**src/hw/riscv_pipe_params.svh**
```systemverilog
`ifndef RISCV_PIPE_PARAMS_SVH
`define RISCV_PIPE_PARAMS_SVH

// data and address width
`define XLEN 32

// architectural register file
`define REG_COUNT 32
`define REG_ADDR_W 5

// first fetch address after reset
`define PC_RESET 32'h0000_0000

// addi x0, x0, 0
`define NOP_INSTR 32'h0000_0013

`endif

```
**src/hw/riscv_pipe_pkg.sv**
```systemverilog
`default_nettype none

`include "riscv_pipe_params.svh"

package riscv_pipe_pkg;

    typedef logic [`XLEN-1:0] word_t;
    typedef logic [`REG_ADDR_W-1:0] reg_addr_t;

    // major opcodes, bits [6:0] of the instruction
    typedef enum logic [6:0] {
        OPC_OP     = 7'b0110011,
        OPC_OP_IMM = 7'b0010011,
        OPC_LUI    = 7'b0110111,
        OPC_LOAD   = 7'b0000011,
        OPC_STORE  = 7'b0100011,
        OPC_BRANCH = 7'b1100011,
        OPC_JAL    = 7'b1101111
    } opcode_t;

    typedef enum logic [2:0] {
        ALU_ADD = 3'd0,
        ALU_SUB = 3'd1,
        ALU_AND = 3'd2,
        ALU_OR  = 3'd3,
        ALU_XOR = 3'd4
    } alu_op_t;

    // operand source in decode
    typedef enum logic [1:0] {
        FWD_NONE = 2'd0,
        FWD_EXE  = 2'd1,
        FWD_MEM  = 2'd2,
        FWD_WB   = 2'd3
    } fwd_sel_t;

    typedef enum logic {
        WB_EXE = 1'b0,
        WB_MEM = 1'b1
    } wb_sel_t;

endpackage

`default_nettype wire

```
**src/hw/riscv_decoder.sv**
```systemverilog
`timescale 1ns/10ps
`default_nettype none

module riscv_decoder
    import riscv_pipe_pkg::*;
(
    input  word_t     instr,
    output alu_op_t   alu_op,
    output word_t     imm,
    output logic      use_imm,
    output logic      zero_a,
    output logic      reg_write,
    output logic      mem_read,
    output logic      mem_write,
    output logic      is_branch,
    output logic      branch_ne,
    output logic      is_jump,
    output logic      uses_rs1,
    output logic      uses_rs2,
    output reg_addr_t rd,
    output reg_addr_t rs1,
    output reg_addr_t rs2
);

    opcode_t    opcode;
    logic [2:0] funct3;
    word_t      imm_i;
    word_t      imm_s;
    word_t      imm_b;
    word_t      imm_u;
    word_t      imm_j;

    assign opcode = opcode_t'(instr[6:0]);
    assign funct3 = instr[14:12];
    assign rd     = instr[11:7];
    assign rs1    = instr[19:15];
    assign rs2    = instr[24:20];

    assign imm_i = {{20{instr[31]}}, instr[31:20]};
    assign imm_s = {{20{instr[31]}}, instr[31:25], instr[11:7]};
    assign imm_b = {{19{instr[31]}}, instr[31], instr[7], instr[30:25], instr[11:8], 1'b0};
    assign imm_u = {instr[31:12], 12'b0};
    assign imm_j = {{11{instr[31]}}, instr[31], instr[19:12], instr[20], instr[30:21], 1'b0};

    always_comb begin
        alu_op    = ALU_ADD;
        imm       = imm_i;
        use_imm   = 1'b0;
        zero_a    = 1'b0;
        reg_write = 1'b0;
        mem_read  = 1'b0;
        mem_write = 1'b0;
        is_branch = 1'b0;
        branch_ne = 1'b0;
        is_jump   = 1'b0;
        uses_rs1  = 1'b0;
        uses_rs2  = 1'b0;
        case (opcode)
            OPC_OP: begin
                uses_rs1  = 1'b1;
                uses_rs2  = 1'b1;
                reg_write = 1'b1;
                case (funct3)
                    3'b000:  alu_op = instr[30] ? ALU_SUB : ALU_ADD;
                    3'b100:  alu_op = ALU_XOR;
                    3'b110:  alu_op = ALU_OR;
                    3'b111:  alu_op = ALU_AND;
                    // shifts and slt are not implemented
                    default: reg_write = 1'b0;
                endcase
            end
            OPC_OP_IMM: begin
                uses_rs1  = 1'b1;
                use_imm   = 1'b1;
                reg_write = 1'b1;
                case (funct3)
                    3'b000:  alu_op = ALU_ADD;
                    3'b100:  alu_op = ALU_XOR;
                    3'b110:  alu_op = ALU_OR;
                    3'b111:  alu_op = ALU_AND;
                    default: reg_write = 1'b0;
                endcase
            end
            OPC_LUI: begin
                imm       = imm_u;
                use_imm   = 1'b1;
                zero_a    = 1'b1;
                reg_write = 1'b1;
            end
            OPC_LOAD: begin
                // word access only
                uses_rs1  = 1'b1;
                use_imm   = 1'b1;
                reg_write = (funct3 == 3'b010);
                mem_read  = (funct3 == 3'b010);
            end
            OPC_STORE: begin
                imm       = imm_s;
                uses_rs1  = 1'b1;
                uses_rs2  = 1'b1;
                use_imm   = 1'b1;
                mem_write = (funct3 == 3'b010);
            end
            OPC_BRANCH: begin
                imm       = imm_b;
                uses_rs1  = 1'b1;
                uses_rs2  = 1'b1;
                is_branch = (funct3 == 3'b000) || (funct3 == 3'b001);
                branch_ne = (funct3 == 3'b001);
            end
            OPC_JAL: begin
                imm       = imm_j;
                reg_write = 1'b1;
                is_jump   = 1'b1;
            end
            default: begin
                // anything else runs as a nop
                reg_write = 1'b0;
            end
        endcase
    end

endmodule

`default_nettype wire

```
**src/hw/riscv_hazard_unit.sv**
```systemverilog
`timescale 1ns/10ps
`default_nettype none

module riscv_hazard_unit
    import riscv_pipe_pkg::*;
(
    input  reg_addr_t id_rs1,
    input  reg_addr_t id_rs2,
    input  logic      id_uses_rs1,
    input  logic      id_uses_rs2,
    input  logic      id_use_imm,
    input  reg_addr_t ex_rd,
    input  logic      ex_reg_write,
    input  logic      ex_mem_read,
    input  reg_addr_t mem_rd,
    input  logic      mem_reg_write,
    input  reg_addr_t wb_rd,
    input  logic      wb_reg_write,
    input  logic      branch_taken,
    output fwd_sel_t  fwd_a,
    output fwd_sel_t  fwd_b,
    output fwd_sel_t  fwd_rs2,
    output logic      stall,
    output logic      kill
);

    logic load_use;

    // youngest producer wins and x0 is never forwarded
    function automatic fwd_sel_t pick(input reg_addr_t rs, input logic used,
                                      input reg_addr_t e_rd, input logic e_wr,
                                      input reg_addr_t m_rd, input logic m_wr,
                                      input reg_addr_t w_rd, input logic w_wr);
        if (!used || rs == '0) begin
            pick = FWD_NONE;
        end else if (e_wr && e_rd == rs) begin
            pick = FWD_EXE;
        end else if (m_wr && m_rd == rs) begin
            pick = FWD_MEM;
        end else if (w_wr && w_rd == rs) begin
            pick = FWD_WB;
        end else begin
            pick = FWD_NONE;
        end
    endfunction

    always_comb begin
        fwd_a   = pick(id_rs1, id_uses_rs1, ex_rd, ex_reg_write,
                       mem_rd, mem_reg_write, wb_rd, wb_reg_write);
        fwd_b   = pick(id_rs2, id_uses_rs2 && !id_use_imm, ex_rd, ex_reg_write,
                       mem_rd, mem_reg_write, wb_rd, wb_reg_write);
        fwd_rs2 = pick(id_rs2, id_uses_rs2, ex_rd, ex_reg_write,
                       mem_rd, mem_reg_write, wb_rd, wb_reg_write);

        // load data only exists one stage later
        load_use = ex_mem_read && ex_rd != '0 &&
                   ((id_uses_rs1 && id_rs1 == ex_rd) || (id_uses_rs2 && id_rs2 == ex_rd));
        kill     = branch_taken;
        stall    = load_use && !branch_taken;
    end

endmodule

`default_nettype wire

```
**src/hw/riscv_regfile.sv**
```systemverilog
`timescale 1ns/10ps
`default_nettype none

`include "riscv_pipe_params.svh"

module riscv_regfile
    import riscv_pipe_pkg::*;
(
    input  logic      clk,
    input  logic      rst_n,
    input  reg_addr_t rs1_addr,
    input  reg_addr_t rs2_addr,
    input  reg_addr_t rd_addr,
    input  reg_addr_t dbg_addr,
    input  word_t     rd_data,
    input  logic      write_en,
    output word_t     rs1_data,
    output word_t     rs2_data,
    output word_t     dbg_data
);

    word_t regs [`REG_COUNT];

    always_ff @(posedge clk) begin
        if (!rst_n) begin
            for (int i = 0; i < `REG_COUNT; i++) begin
                regs[reg_addr_t'(i)] <= '0;
            end
        end else if (write_en && rd_addr != '0) begin
            // x0 is never written, so it stays zero
            regs[rd_addr] <= rd_data;
        end
    end

    // combinational reads see a same-cycle write only through forwarding
    assign rs1_data = regs[rs1_addr];
    assign rs2_data = regs[rs2_addr];
    assign dbg_data = regs[dbg_addr];

endmodule

`default_nettype wire

```
**src/hw/riscv_execute.sv**
```systemverilog
`timescale 1ns/10ps
`default_nettype none

`include "riscv_pipe_params.svh"

module riscv_execute
    import riscv_pipe_pkg::*;
(
    input  alu_op_t alu_op,
    input  word_t   op_a,
    input  word_t   op_b,
    input  word_t   rs2_val,
    input  word_t   pc_val,
    input  word_t   imm,
    input  logic    is_branch,
    input  logic    branch_ne,
    input  logic    is_jump,
    output word_t   result,
    output word_t   target,
    output logic    branch_taken
);

    word_t alu_out;
    word_t link;
    logic  equal;

    always_comb begin
        case (alu_op)
            ALU_ADD: alu_out = op_a + op_b;
            ALU_SUB: alu_out = op_a - op_b;
            ALU_AND: alu_out = op_a & op_b;
            ALU_OR:  alu_out = op_a | op_b;
            ALU_XOR: alu_out = op_a ^ op_b;
            default: alu_out = op_a + op_b;
        endcase
    end

    // return address for jal
    assign link   = pc_val + `XLEN'(4);
    assign result = is_jump ? link : alu_out;

    // branch and jal share one target adder
    assign target = pc_val + imm;

    // beq and bne compare rs1 with the rs2 value, not the alu operand
    assign equal        = (op_a == rs2_val);
    assign branch_taken = is_jump || (is_branch && (branch_ne ? !equal : equal));

endmodule

`default_nettype wire

```
**src/hw/riscv_pipe.sv**
```systemverilog
`timescale 1ns/10ps
`default_nettype none

`include "riscv_pipe_params.svh"

module riscv_pipe
    import riscv_pipe_pkg::*;
(
    input  logic      clk,
    input  logic      rst_n,
    output word_t     pc,
    input  word_t     instruction,
    output word_t     mem_addr,
    output word_t     mem_wdata,
    output logic      mem_read_en,
    output logic      mem_write_en,
    input  word_t     mem_rdata,
    input  reg_addr_t reg_dbg_addr,
    output word_t     reg_dbg_data
);

    // fetch/decode
    word_t     id_instr;
    word_t     id_pc;
    // decoder outputs
    alu_op_t   id_alu_op;
    word_t     id_imm;
    logic      id_use_imm;
    logic      id_zero_a;
    logic      id_reg_write;
    logic      id_mem_read;
    logic      id_mem_write;
    logic      id_is_branch;
    logic      id_branch_ne;
    logic      id_is_jump;
    logic      id_uses_rs1;
    logic      id_uses_rs2;
    reg_addr_t id_rd;
    reg_addr_t id_rs1;
    reg_addr_t id_rs2;
    word_t     rf_rs1;
    word_t     rf_rs2;
    word_t     id_op_a;
    word_t     id_op_b;
    word_t     id_rs2_val;
    // decode/execute
    alu_op_t   ex_alu_op;
    logic      ex_reg_write;
    logic      ex_mem_read;
    logic      ex_mem_write;
    logic      ex_is_branch;
    logic      ex_branch_ne;
    logic      ex_is_jump;
    reg_addr_t ex_rd;
    word_t     ex_op_a;
    word_t     ex_op_b;
    word_t     ex_rs2_val;
    word_t     ex_pc;
    word_t     ex_imm;
    word_t     ex_result;
    word_t     ex_target;
    logic      branch_taken;
    // execute/memory
    logic      mem_reg_write;
    logic      mem_mem_read;
    logic      mem_mem_write;
    reg_addr_t mem_rd;
    word_t     mem_result;
    word_t     mem_store_data;
    wb_sel_t   mem_wb_sel;
    word_t     mem_wb_data;
    // memory/writeback
    logic      wb_reg_write;
    reg_addr_t wb_rd;
    word_t     wb_data;
    // hazard control
    fwd_sel_t  fwd_a;
    fwd_sel_t  fwd_b;
    fwd_sel_t  fwd_rs2;
    logic      stall;
    logic      kill;

    function automatic word_t fwd_pick(input fwd_sel_t sel, input word_t base,
                                       input word_t from_exe, input word_t from_mem,
                                       input word_t from_wb);
        case (sel)
            FWD_EXE: fwd_pick = from_exe;
            FWD_MEM: fwd_pick = from_mem;
            FWD_WB:  fwd_pick = from_wb;
            default: fwd_pick = base;
        endcase
    endfunction

    // pc and fetch/decode, a taken branch in execute redirects fetch
    always_ff @(posedge clk) begin
        if (!rst_n) begin
            pc       <= `PC_RESET;
            id_instr <= `NOP_INSTR;
        end else if (kill) begin
            pc       <= ex_target;
            id_instr <= `NOP_INSTR;
        end else if (!stall) begin
            pc       <= pc + `XLEN'(4);
            id_instr <= instruction;
        end
    end

    always_ff @(posedge clk) begin
        if (!stall) begin
            id_pc <= pc;
        end
    end

    riscv_decoder u_riscv_decoder (
        .instr     (id_instr),
        .alu_op    (id_alu_op),
        .imm       (id_imm),
        .use_imm   (id_use_imm),
        .zero_a    (id_zero_a),
        .reg_write (id_reg_write),
        .mem_read  (id_mem_read),
        .mem_write (id_mem_write),
        .is_branch (id_is_branch),
        .branch_ne (id_branch_ne),
        .is_jump   (id_is_jump),
        .uses_rs1  (id_uses_rs1),
        .uses_rs2  (id_uses_rs2),
        .rd        (id_rd),
        .rs1       (id_rs1),
        .rs2       (id_rs2)
    );

    riscv_regfile u_riscv_regfile (
        .clk      (clk),
        .rst_n    (rst_n),
        .rs1_addr (id_rs1),
        .rs2_addr (id_rs2),
        .rd_addr  (wb_rd),
        .dbg_addr (reg_dbg_addr),
        .rd_data  (wb_data),
        .write_en (wb_reg_write),
        .rs1_data (rf_rs1),
        .rs2_data (rf_rs2),
        .dbg_data (reg_dbg_data)
    );

    riscv_hazard_unit u_riscv_hazard_unit (
        .id_rs1        (id_rs1),
        .id_rs2        (id_rs2),
        .id_uses_rs1   (id_uses_rs1),
        .id_uses_rs2   (id_uses_rs2),
        .id_use_imm    (id_use_imm),
        .ex_rd         (ex_rd),
        .ex_reg_write  (ex_reg_write),
        .ex_mem_read   (ex_mem_read),
        .mem_rd        (mem_rd),
        .mem_reg_write (mem_reg_write),
        .wb_rd         (wb_rd),
        .wb_reg_write  (wb_reg_write),
        .branch_taken  (branch_taken),
        .fwd_a         (fwd_a),
        .fwd_b         (fwd_b),
        .fwd_rs2       (fwd_rs2),
        .stall         (stall),
        .kill          (kill)
    );

    // forwarding muxes in decode
    always_comb begin
        id_op_a    = fwd_pick(fwd_a, id_zero_a ? '0 : rf_rs1,
                              ex_result, mem_wb_data, wb_data);
        id_op_b    = fwd_pick(fwd_b, id_use_imm ? id_imm : rf_rs2,
                              ex_result, mem_wb_data, wb_data);
        id_rs2_val = fwd_pick(fwd_rs2, rf_rs2, ex_result, mem_wb_data, wb_data);
    end

    // decode/execute, bubble on stall or kill
    always_ff @(posedge clk) begin
        if (!rst_n || stall || kill) begin
            ex_alu_op    <= ALU_ADD;
            ex_reg_write <= 1'b0;
            ex_mem_read  <= 1'b0;
            ex_mem_write <= 1'b0;
            ex_is_branch <= 1'b0;
            ex_branch_ne <= 1'b0;
            ex_is_jump   <= 1'b0;
            ex_rd        <= '0;
        end else begin
            ex_alu_op    <= id_alu_op;
            ex_reg_write <= id_reg_write;
            ex_mem_read  <= id_mem_read;
            ex_mem_write <= id_mem_write;
            ex_is_branch <= id_is_branch;
            ex_branch_ne <= id_branch_ne;
            ex_is_jump   <= id_is_jump;
            ex_rd        <= id_rd;
        end
    end

    always_ff @(posedge clk) begin
        ex_op_a    <= id_op_a;
        ex_op_b    <= id_op_b;
        ex_rs2_val <= id_rs2_val;
        ex_pc      <= id_pc;
        ex_imm     <= id_imm;
    end

    riscv_execute u_riscv_execute (
        .alu_op       (ex_alu_op),
        .op_a         (ex_op_a),
        .op_b         (ex_op_b),
        .rs2_val      (ex_rs2_val),
        .pc_val       (ex_pc),
        .imm          (ex_imm),
        .is_branch    (ex_is_branch),
        .branch_ne    (ex_branch_ne),
        .is_jump      (ex_is_jump),
        .result       (ex_result),
        .target       (ex_target),
        .branch_taken (branch_taken)
    );

    // execute/memory
    always_ff @(posedge clk) begin
        if (!rst_n) begin
            mem_reg_write <= 1'b0;
            mem_mem_read  <= 1'b0;
            mem_mem_write <= 1'b0;
            mem_rd        <= '0;
        end else begin
            mem_reg_write <= ex_reg_write;
            mem_mem_read  <= ex_mem_read;
            mem_mem_write <= ex_mem_write;
            mem_rd        <= ex_rd;
        end
    end

    always_ff @(posedge clk) begin
        mem_result     <= ex_result;
        mem_store_data <= ex_rs2_val;
    end

    assign mem_addr     = mem_result;
    assign mem_wdata    = mem_store_data;
    assign mem_read_en  = mem_mem_read;
    assign mem_write_en = mem_mem_write;

    // loads take the ram data, everything else the execute result
    assign mem_wb_sel  = mem_mem_read ? WB_MEM : WB_EXE;
    assign mem_wb_data = (mem_wb_sel == WB_MEM) ? mem_rdata : mem_result;

    // memory/writeback
    always_ff @(posedge clk) begin
        if (!rst_n) begin
            wb_reg_write <= 1'b0;
            wb_rd        <= '0;
        end else begin
            wb_reg_write <= mem_reg_write;
            wb_rd        <= mem_rd;
        end
    end

    always_ff @(posedge clk) begin
        wb_data <= mem_wb_data;
    end

    // ram port sees at most one access per cycle
    a_mem_excl: assert property (@(posedge clk) disable iff (!rst_n)
        !(mem_read_en && mem_write_en));

endmodule

`default_nettype wire

```
**config.mk**
```make
export PLATFORM = sky130hd
export DESIGN_NAME = riscv_pipe
export DESIGN_NICKNAME = d
export VERILOG_FILES = /design/src/hw/riscv_pipe_pkg.sv /design/src/hw/riscv_decoder.sv /design/src/hw/riscv_hazard_unit.sv /design/src/hw/riscv_regfile.sv /design/src/hw/riscv_execute.sv /design/src/hw/riscv_pipe.sv
export VERILOG_INCLUDE_DIRS = /design/src /design/src/hw
export SDC_FILE = /design/constraint.sdc
export NUM_CORES = 2
export LEC_CHECK = 0
export BUFFER_PORTS_ARGS = -buffer_cell sky130_fd_sc_hd__buf_2
export CAP_MARGIN = 15
export CORE_UTILIZATION = 55
export CTS_CLUSTER_SIZE = 24
export DETAILED_ROUTE_END_ITERATION = 16
export GPL_TIMING_DRIVEN = 1
export PLACE_DENSITY = 0.71
export SYNTH_ARGS = -nofsm -noshare
export SYNTH_HDL_FRONTEND = slang
export SYNTH_SLANG_ARGS = --single-unit
```
**constraint.sdc**
```tcl
create_clock -name clk -period 4.8 [get_ports clk]
set_clock_uncertainty 0.2 [all_clocks]
set_input_delay 0.96 -clock clk [delete_from_list [all_inputs] [get_ports clk]]
set_output_delay 0.96 -clock clk [all_outputs]
set_load 0.01 [all_outputs]
```
Word level (Yosys, flattened, before mapping)

Memory sizes are Yosys's and may differ from the RTL's. A register that Yosys moved wholly into a read port is not among the register bits.
Cells that the tools add are included.

$add $sub $neg: 5
Eq/ne operators: 35
Multiplexer cells: 44
Bitwise operators: 7
Reductions and logical operators: 45

Operator list:

| operator                                       | count |
|---|---|
| case mux 32 bit (3 select lines)               | 3 |
| 2-to-1 mux 32 bit                              | 7 |
| case mux 32 bit (4 select lines)               | 1 |
| case mux 31 bit (4 select lines)               | 1 |
| adder 32 x 3 -> 32 bit (second input constant) | 2 |
| adder 32 bit                                   | 2 |
| == test 5 bit                                  | 8 |
| bitwise AND 32 bit                             | 1 |
| == test 32 bit                                 | 1 |
| OR 32 bit                                      | 1 |
| OR reduction 32 bit                            | 1 |
| subtractor 32 bit                              | 1 |
| bitwise XOR 32 bit                             | 1 |
| 2-to-1 mux 5 bit                               | 5 |
| == test 7 x 6 -> 1 bit (second input constant) | 3 |
| 2-to-1 mux 2 bit                               | 9 |
| == test 7 bit (second input constant)          | 2 |
| logical AND 1 bit                              | 14 |
| 2-to-1 mux 1 bit                               | 14 |
| == test 2 bit (second input constant)          | 6 |
| == test 3 bit (second input constant)          | 4 |
| case mux 3 bit (4 select lines)                | 1 |
| OR reduction 2 bit                             | 6 |
| logical NOT 5 bit                              | 2 |
| 17 further kinds                               | 40 |

Register bits after elaboration: 380
Bits in writable memories: 1024
Input bits: 71
Output and inout port bits: 130
Word-level logic and storage cells: 162
Memories kept: 1

Memories:

| name                 | words | width | read ports | clocked after memory_dff | wr ports | RTL line            | source |
|---|---|---|---|---|---|---|---|
| u_riscv_regfile.regs | 32    | 32    | 3          | 2                        | 32       | riscv_regfile.sv:22 | `` word_t regs [`REG_COUNT]; `` |

Longest topological paths before layout

Depth after elaboration: 10
Mapped depth: 17
Gate-level depth less buffers: 16

By module

From an unflattened synthesis, not the netlist that was laid out.

Cell total of the unflattened synthesis: 7927
Area, all modules: 85753.5 um2

Modules (own cells, without submodules):

| module            | times used | cells each | area an instance (um2) | sequential area each (um2) |
|---|---|---|---|---|
| riscv_regfile     | 1          | 5767       | 64488.1                | 30749.5 |
| riscv_pipe        | 1          | 1001       | 13100.1                | 7927.6 |
| riscv_execute     | 1          | 996        | 6874.1                 | 0.0 |
| riscv_decoder     | 1          | 101        | 798.3                  | 0.0 |
| riscv_hazard_unit | 1          | 62         | 493.0                  | 0.0 |

Worst setup path before layout

Ideal clock, no wire load.

Path type: in2reg
Start: input port rst_n
End: memory u_riscv_regfile.regs[12][0] (netlist bit), enable pin
Setup time: 0.466 ns
Arrival: 3.724 ns
Required time: 4.134 ns
Setup slack: 0.410 ns
Cell stages on the path: 4
Path buffers: 0
Path through: nand2_1 > nor2_1 > nand3_1 > o21ai_0

RTL lines:

| item               | RTL line            | source |
|---|---|---|
| start: declaration | riscv_pipe.sv:10    | `input logic rst_n,` |
| end: declaration   | riscv_regfile.sv:22 |  |

Worst setup path after layout

Start: register ex_op_b[13]
End: register ex_op_b[31]

Cells in the longest elaborated chain, start to end: 4
Elaborated cells on any way between the ends: 5
Those cells by class: 2 x add/sub; 3 x mux

RTL lines:

| item                                              | RTL line                                                      | source |
|---|---|---|
| start: declaration                                | riscv_pipe.sv:56                                              | `word_t ex_op_b;` |
| start signal: assignment                          | riscv_pipe.sv:202                                             | `ex_op_b <= id_op_b;` |
| adder 32 bit or subtractor 32 bit (tied branches) | riscv_execute.sv:29, riscv_execute.sv:34, riscv_execute.sv:30 |  |
| case mux 32 bit (4 select lines) *                | riscv_execute.sv:28                                           | `case (alu_op)` |
| 2-to-1 mux 32 bit *                               | riscv_execute.sv:40                                           | `assign result = is_jump ? link : alu_out;` |
| case mux 32 bit (3 select lines) *                | riscv_pipe.sv:86                                              | `case (sel)` |
| via id_op_b[31]                                   | riscv_pipe.sv:44                                              | `word_t id_op_b;` |

The timed path passes the listed nets; every way through them passes the cells marked *.
A chain may end at the register's enable or synchronous reset.

==> flow_metrics.tcl <==
set metrics [dict create \
    ctsLongestPathBuffers 3 \
    clock_sink_count 1414 \
    netlist_area_um2 82400 \
    status "finished, final reports clean" \
    worstRegToRegCells 13 \
    finalHoldWorstSlack_ns 0.138 \
    drt_pre_antenna_iters 9 \
    postSynthCellCount 5933 \
    hold_class "flip-flop to flip-flop" \
    cp.arrival_ns 5.09 \
    layout_common_cells "sky130_fd_sc_hd__edfxtp_1, sky130_fd_sc_hd__and2_1, sky130_fd_sc_hd__mux4_2" \
    die_w_um 389 \
    ir_worst_vdd_uv 439 \
    final_setup_tns_ns 0 \
    edff_count_synth 1056 \
    cts_resized 0 \
    cts_post_setup_buffers_inserted 0 \
    seq_power_share_pct 42.8 \
    detailed_place_hpwl_um 198000 \
    start_util_pct 55.6 \
    cp.required_ns 5.35 \
    portBuffers 200 \
    detail_route.vias_per_cell 7.21 \
    gpl.final_weighted_congestion 1.03 \
    critical_path_buf_inv_count 0 \
    power-per-cell-area_nw_per_um2 381 \
    finalNetCount 6264 \
    grt_overflow 0 \
    clkLatencyLatePin_ns 0.82 \
    die_height_um 389 \
    number_of_antenna_violations_at_the_first_check_in_global_routing 31 \
    rsz0062_at_grt "no" \
    worst-path-max-fanout 8 \
    drc 0 \
    synthToLayoutAreaGrowth_pct 12.7 \
    vias 58700 \
    drt-initial-drc-count 9831 \
    worstSetupStartpointType "flip-flop" \
    postLayoutCellArea_um2 92900 \
    cts-htree-levels 4 \
    hold_path_startpoint "id_pc[24]$_DFFE_PN_" \
    power.share.clock_pct 35.6 \
    drt-total-wl_um 299000 \
    post-route-worst-setup-slack_ns 0.258 \
    setup_viol_count_final 0 \
    grt_pass1_vias 57400 \
    grt_first_pass_wirelength_um 422000 \
    critical_path.most_common_cell "sky130_fd_sc_hd__nand2_1" \
    post_dp_cell_area_um2 87300 \
    path_clk_slew_ns 0.06 \
    ios 201 \
    crit_chain "or4_4 -> nor4_2 -> and2_1 -> nand2_1 -> o41ai_1 -> xnor2_1 -> ha_2 -> nand2_1 -> or3_1 -> o311a_1 -> o41ai_2 -> o21ai_1 -> a31oi_1" \
    cts_inserted_buffers 156 \
    layout.cells.most_common "sky130_fd_sc_hd__edfxtp_1" \
    p_int_w 0.0243 \
    register_area_share_after_synthesis_pct 47.2 \
    dp_slack_ns 0.259 \
    p_leak_nw 34.0 \
    design.core.area_um2 148000 \
    regToRegSetupSlack_ns 0.26 \
    clock-root-buffer "sky130_fd_sc_hd__clkbuf_16" \
    synth-main-ff-cell "sky130_fd_sc_hd__edfxtp_1" \
    cpPeakStageDelay_ns 0.58 \
    ant_nets 0 \
    post-route-period-util_pct 94.6 \
    yosys_warning_total 0 \
    crit_type "flip-flop to flip-flop" \
    num_rows 141 \
    tritoncts "yes" \
    avgRoutedWirePerCell_um 36.8 \
    critPathCaptureType "flip-flop" \
    yosys.cell_types.count 87 \
    combPwrFrac_pct 21.6 \
    maxSlewViolCount 0 \
    ys_async_rst_share_pct 0 \
    dieArea_um2 151000 \
    timing.critical_path.max_delay_family "simple AND/OR/NAND/NOR gates" \
    drv.max_cap_violation_count 0 \
    synthesis.area_per_instance_um2 13.9 \
    holdBufCountCts 0 \
    rr_startpoint "ex_op_b[13]$_DFF_P_" \
    final_hold_viol_count 0 \
    crit_slowest_cell "sky130_fd_sc_hd__or4_4" \
    timing.rr.end "ex_op_b[31]$_DFF_P_" \
    grt_start_max_net_pins 62 \
    worst_slew_pin_slew_ns 1.28 \
    yosys_register_bits 1414 \
    netSwitchingPower_w 0.0111 \
    hold_end "ex_pc[24]$_DFF_P_" \
    hold-path-cell-count 0 \
    max_transition_margin_pct 14.7 \
    groute.usage.overall_pct 39.6 \
    layout_min_cycle_time_ns 4.54 \
    netSwitchingFraction_pct 31.5 \
    max_freq_ghz 0.220 \
    ratio_of_cells_with_drive_above_1_in_the_final_layout_pct 30.9 \
]
-- through the flow --
stage               utilization [%]  std cells  power (W)
floorplan                         -       5964     0.0192
global placement               58.9       7826     0.0224
detailed placement             58.9       7826     0.0225
CTS                            62.5       8114     0.0349
global route                   62.7       8124     0.0363
finish                         62.7       8135     0.0354
-- power groups by stage --
stage	Clock, W	Sequential (W)	Combinational, W
floorplan	0	0.0148	0.00438
global placement	0	0.0156	0.00681
detailed placement	0	0.0156	0.00686
CTS	0.0126	0.0154	0.00689
global route	0.0131	0.0152	0.00791
finish	0.0126	0.0152	0.00765
-- metal layers --
layer / global-route usage, % / wire, um / up-vias
met3: 13.6 / 42900 / 1046
met5: 0.447 / 271 / -
li1: - / - / 23300
met4: 25.9 / 22400 / 26
met1: 48.9 / 99200 / 29400
met2: 59.3 / 134000 / 4916
-- layout make-up --
| type | count | area, um^2 |
|---|---|---|
| Antenna cell | 13 | 32.5 |
| Tap cell | 1930 | 2410 |
| Clock buffer | 196 | 4330 |
| Multi-Input combinational cell | 3894 | 41700 |
| Sequential cell | 1414 | 38900 |
| Inverter | 115 | 435 |
| Timing Repair Buffer | 481 | 4090 |
| Fill cell | 10800 | 55300 |
| Clock inverter | 92 | 996 |
-- synth_stat cells, types with 15 or more instances --
master | number | area, um^2
sky130_fd_sc_hd__a31oi_1 | 42 | 263
sky130_fd_sc_hd__dfxtp_1 | 358 | 7170
sky130_fd_sc_hd__buf_6 | 15 | 169
sky130_fd_sc_hd__nand2b_1 | 27 | 169
sky130_fd_sc_hd__nor2b_1 | 17 | 106
sky130_fd_sc_hd__nor4_1 | 28 | 175
sky130_fd_sc_hd__inv_1 | 114 | 428
sky130_fd_sc_hd__buf_1 | 55 | 206
sky130_fd_sc_hd__o22ai_1 | 18 | 113
sky130_fd_sc_hd__a21oi_1 | 155 | 776
sky130_fd_sc_hd__o21ai_1 | 20 | 100
sky130_fd_sc_hd__o211ai_1 | 16 | 120
sky130_fd_sc_hd__a22oi_1 | 22 | 165
sky130_fd_sc_hd__edfxtp_1 | 1056 | 31700
sky130_fd_sc_hd__xor2_1 | 93 | 815
sky130_fd_sc_hd__a21o_1 | 53 | 398
sky130_fd_sc_hd__and3_1 | 32 | 200
sky130_fd_sc_hd__and2_1 | 1038 | 6490
sky130_fd_sc_hd__o21ai_0 | 125 | 626
sky130_fd_sc_hd__nand3_1 | 65 | 325
sky130_fd_sc_hd__a221oi_1 | 23 | 201
sky130_fd_sc_hd__clkbuf_1 | 397 | 1490
sky130_fd_sc_hd__nand4_1 | 37 | 231
sky130_fd_sc_hd__nor2_1 | 200 | 751
sky130_fd_sc_hd__xnor2_1 | 94 | 823
sky130_fd_sc_hd__mux4_2 | 949 | 21400
sky130_fd_sc_hd__nor3_1 | 35 | 175
sky130_fd_sc_hd__a222oi_1 | 21 | 210
sky130_fd_sc_hd__ha_1 | 129 | 1610
sky130_fd_sc_hd__mux2i_1 | 51 | 510
sky130_fd_sc_hd__buf_2 | 69 | 345
sky130_fd_sc_hd__a211oi_1 | 35 | 263
sky130_fd_sc_hd__mux2_2 | 112 | 1260
sky130_fd_sc_hd__nand2_1 | 227 | 852
-- sequential cells by signal, indices dropped and copies added (netlist names), 3 cells and up, named ones only --
signal,cells
ex_pc,32
id_pc,32
ex_op_b,32
ex_imm,32
ex_alu_op,3
mem_wdata,32
id_instr,32
wb_rd,5
u_riscv_regfile.regs,1024
ex_rd,5
pc,32
ex_rs2_val,32
wb_data,32
mem_addr,32
mem_rd,5
ex_op_a,32
-- logic make-up (layout without fill, tap and decap cells) --
kind of cell	Yosys count	count (layout)	share of synthesized area, %
buf+inv	656	884	3.25
xor+xnor	187	187	1.99
simple gates	1778	1778	12.2
fa+ha+maj	131	131	2.01
other cells	1	45	0.00455
mux	1112	1112	28.1
flops	1414	1414	47.2
compound gates	654	654	5.33
-- worst max path at each step --
| stage | from | to | slack (ns) | cells after the start |
|---|---|---|---|---|
| 6_report | ex_op_b[13]$_DFF_P_ | ex_op_b[31]$_DFF_P_ | 0.26 | 13 |
| 5_1_grt | ex_op_b[8]$_DFF_P_ | ex_op_b[15]$_DFF_P_ | 0.04 | 15 |
| 4_1_cts | ex_op_b[13]$_DFF_P_ | ex_rs2_val[30]$_DFF_P_ | 0.21 | 13 |
| 3_5_place_dp | ex_op_b[4]$_DFF_P_ | ex_op_b[31]$_DFF_P_ | 0.26 | 13 |
| 3_3_place_gp | ex_op_b[13]$_DFF_P_ | ex_op_a[30]$_DFF_P_ | 0.31 | 13 |
| 2_1_floorplan | rst_n | u_riscv_regfile.regs[12][0]$_SDFFCE_PN0P_ | 0.41 | 4 |
(Power assumes the default switching activity.)
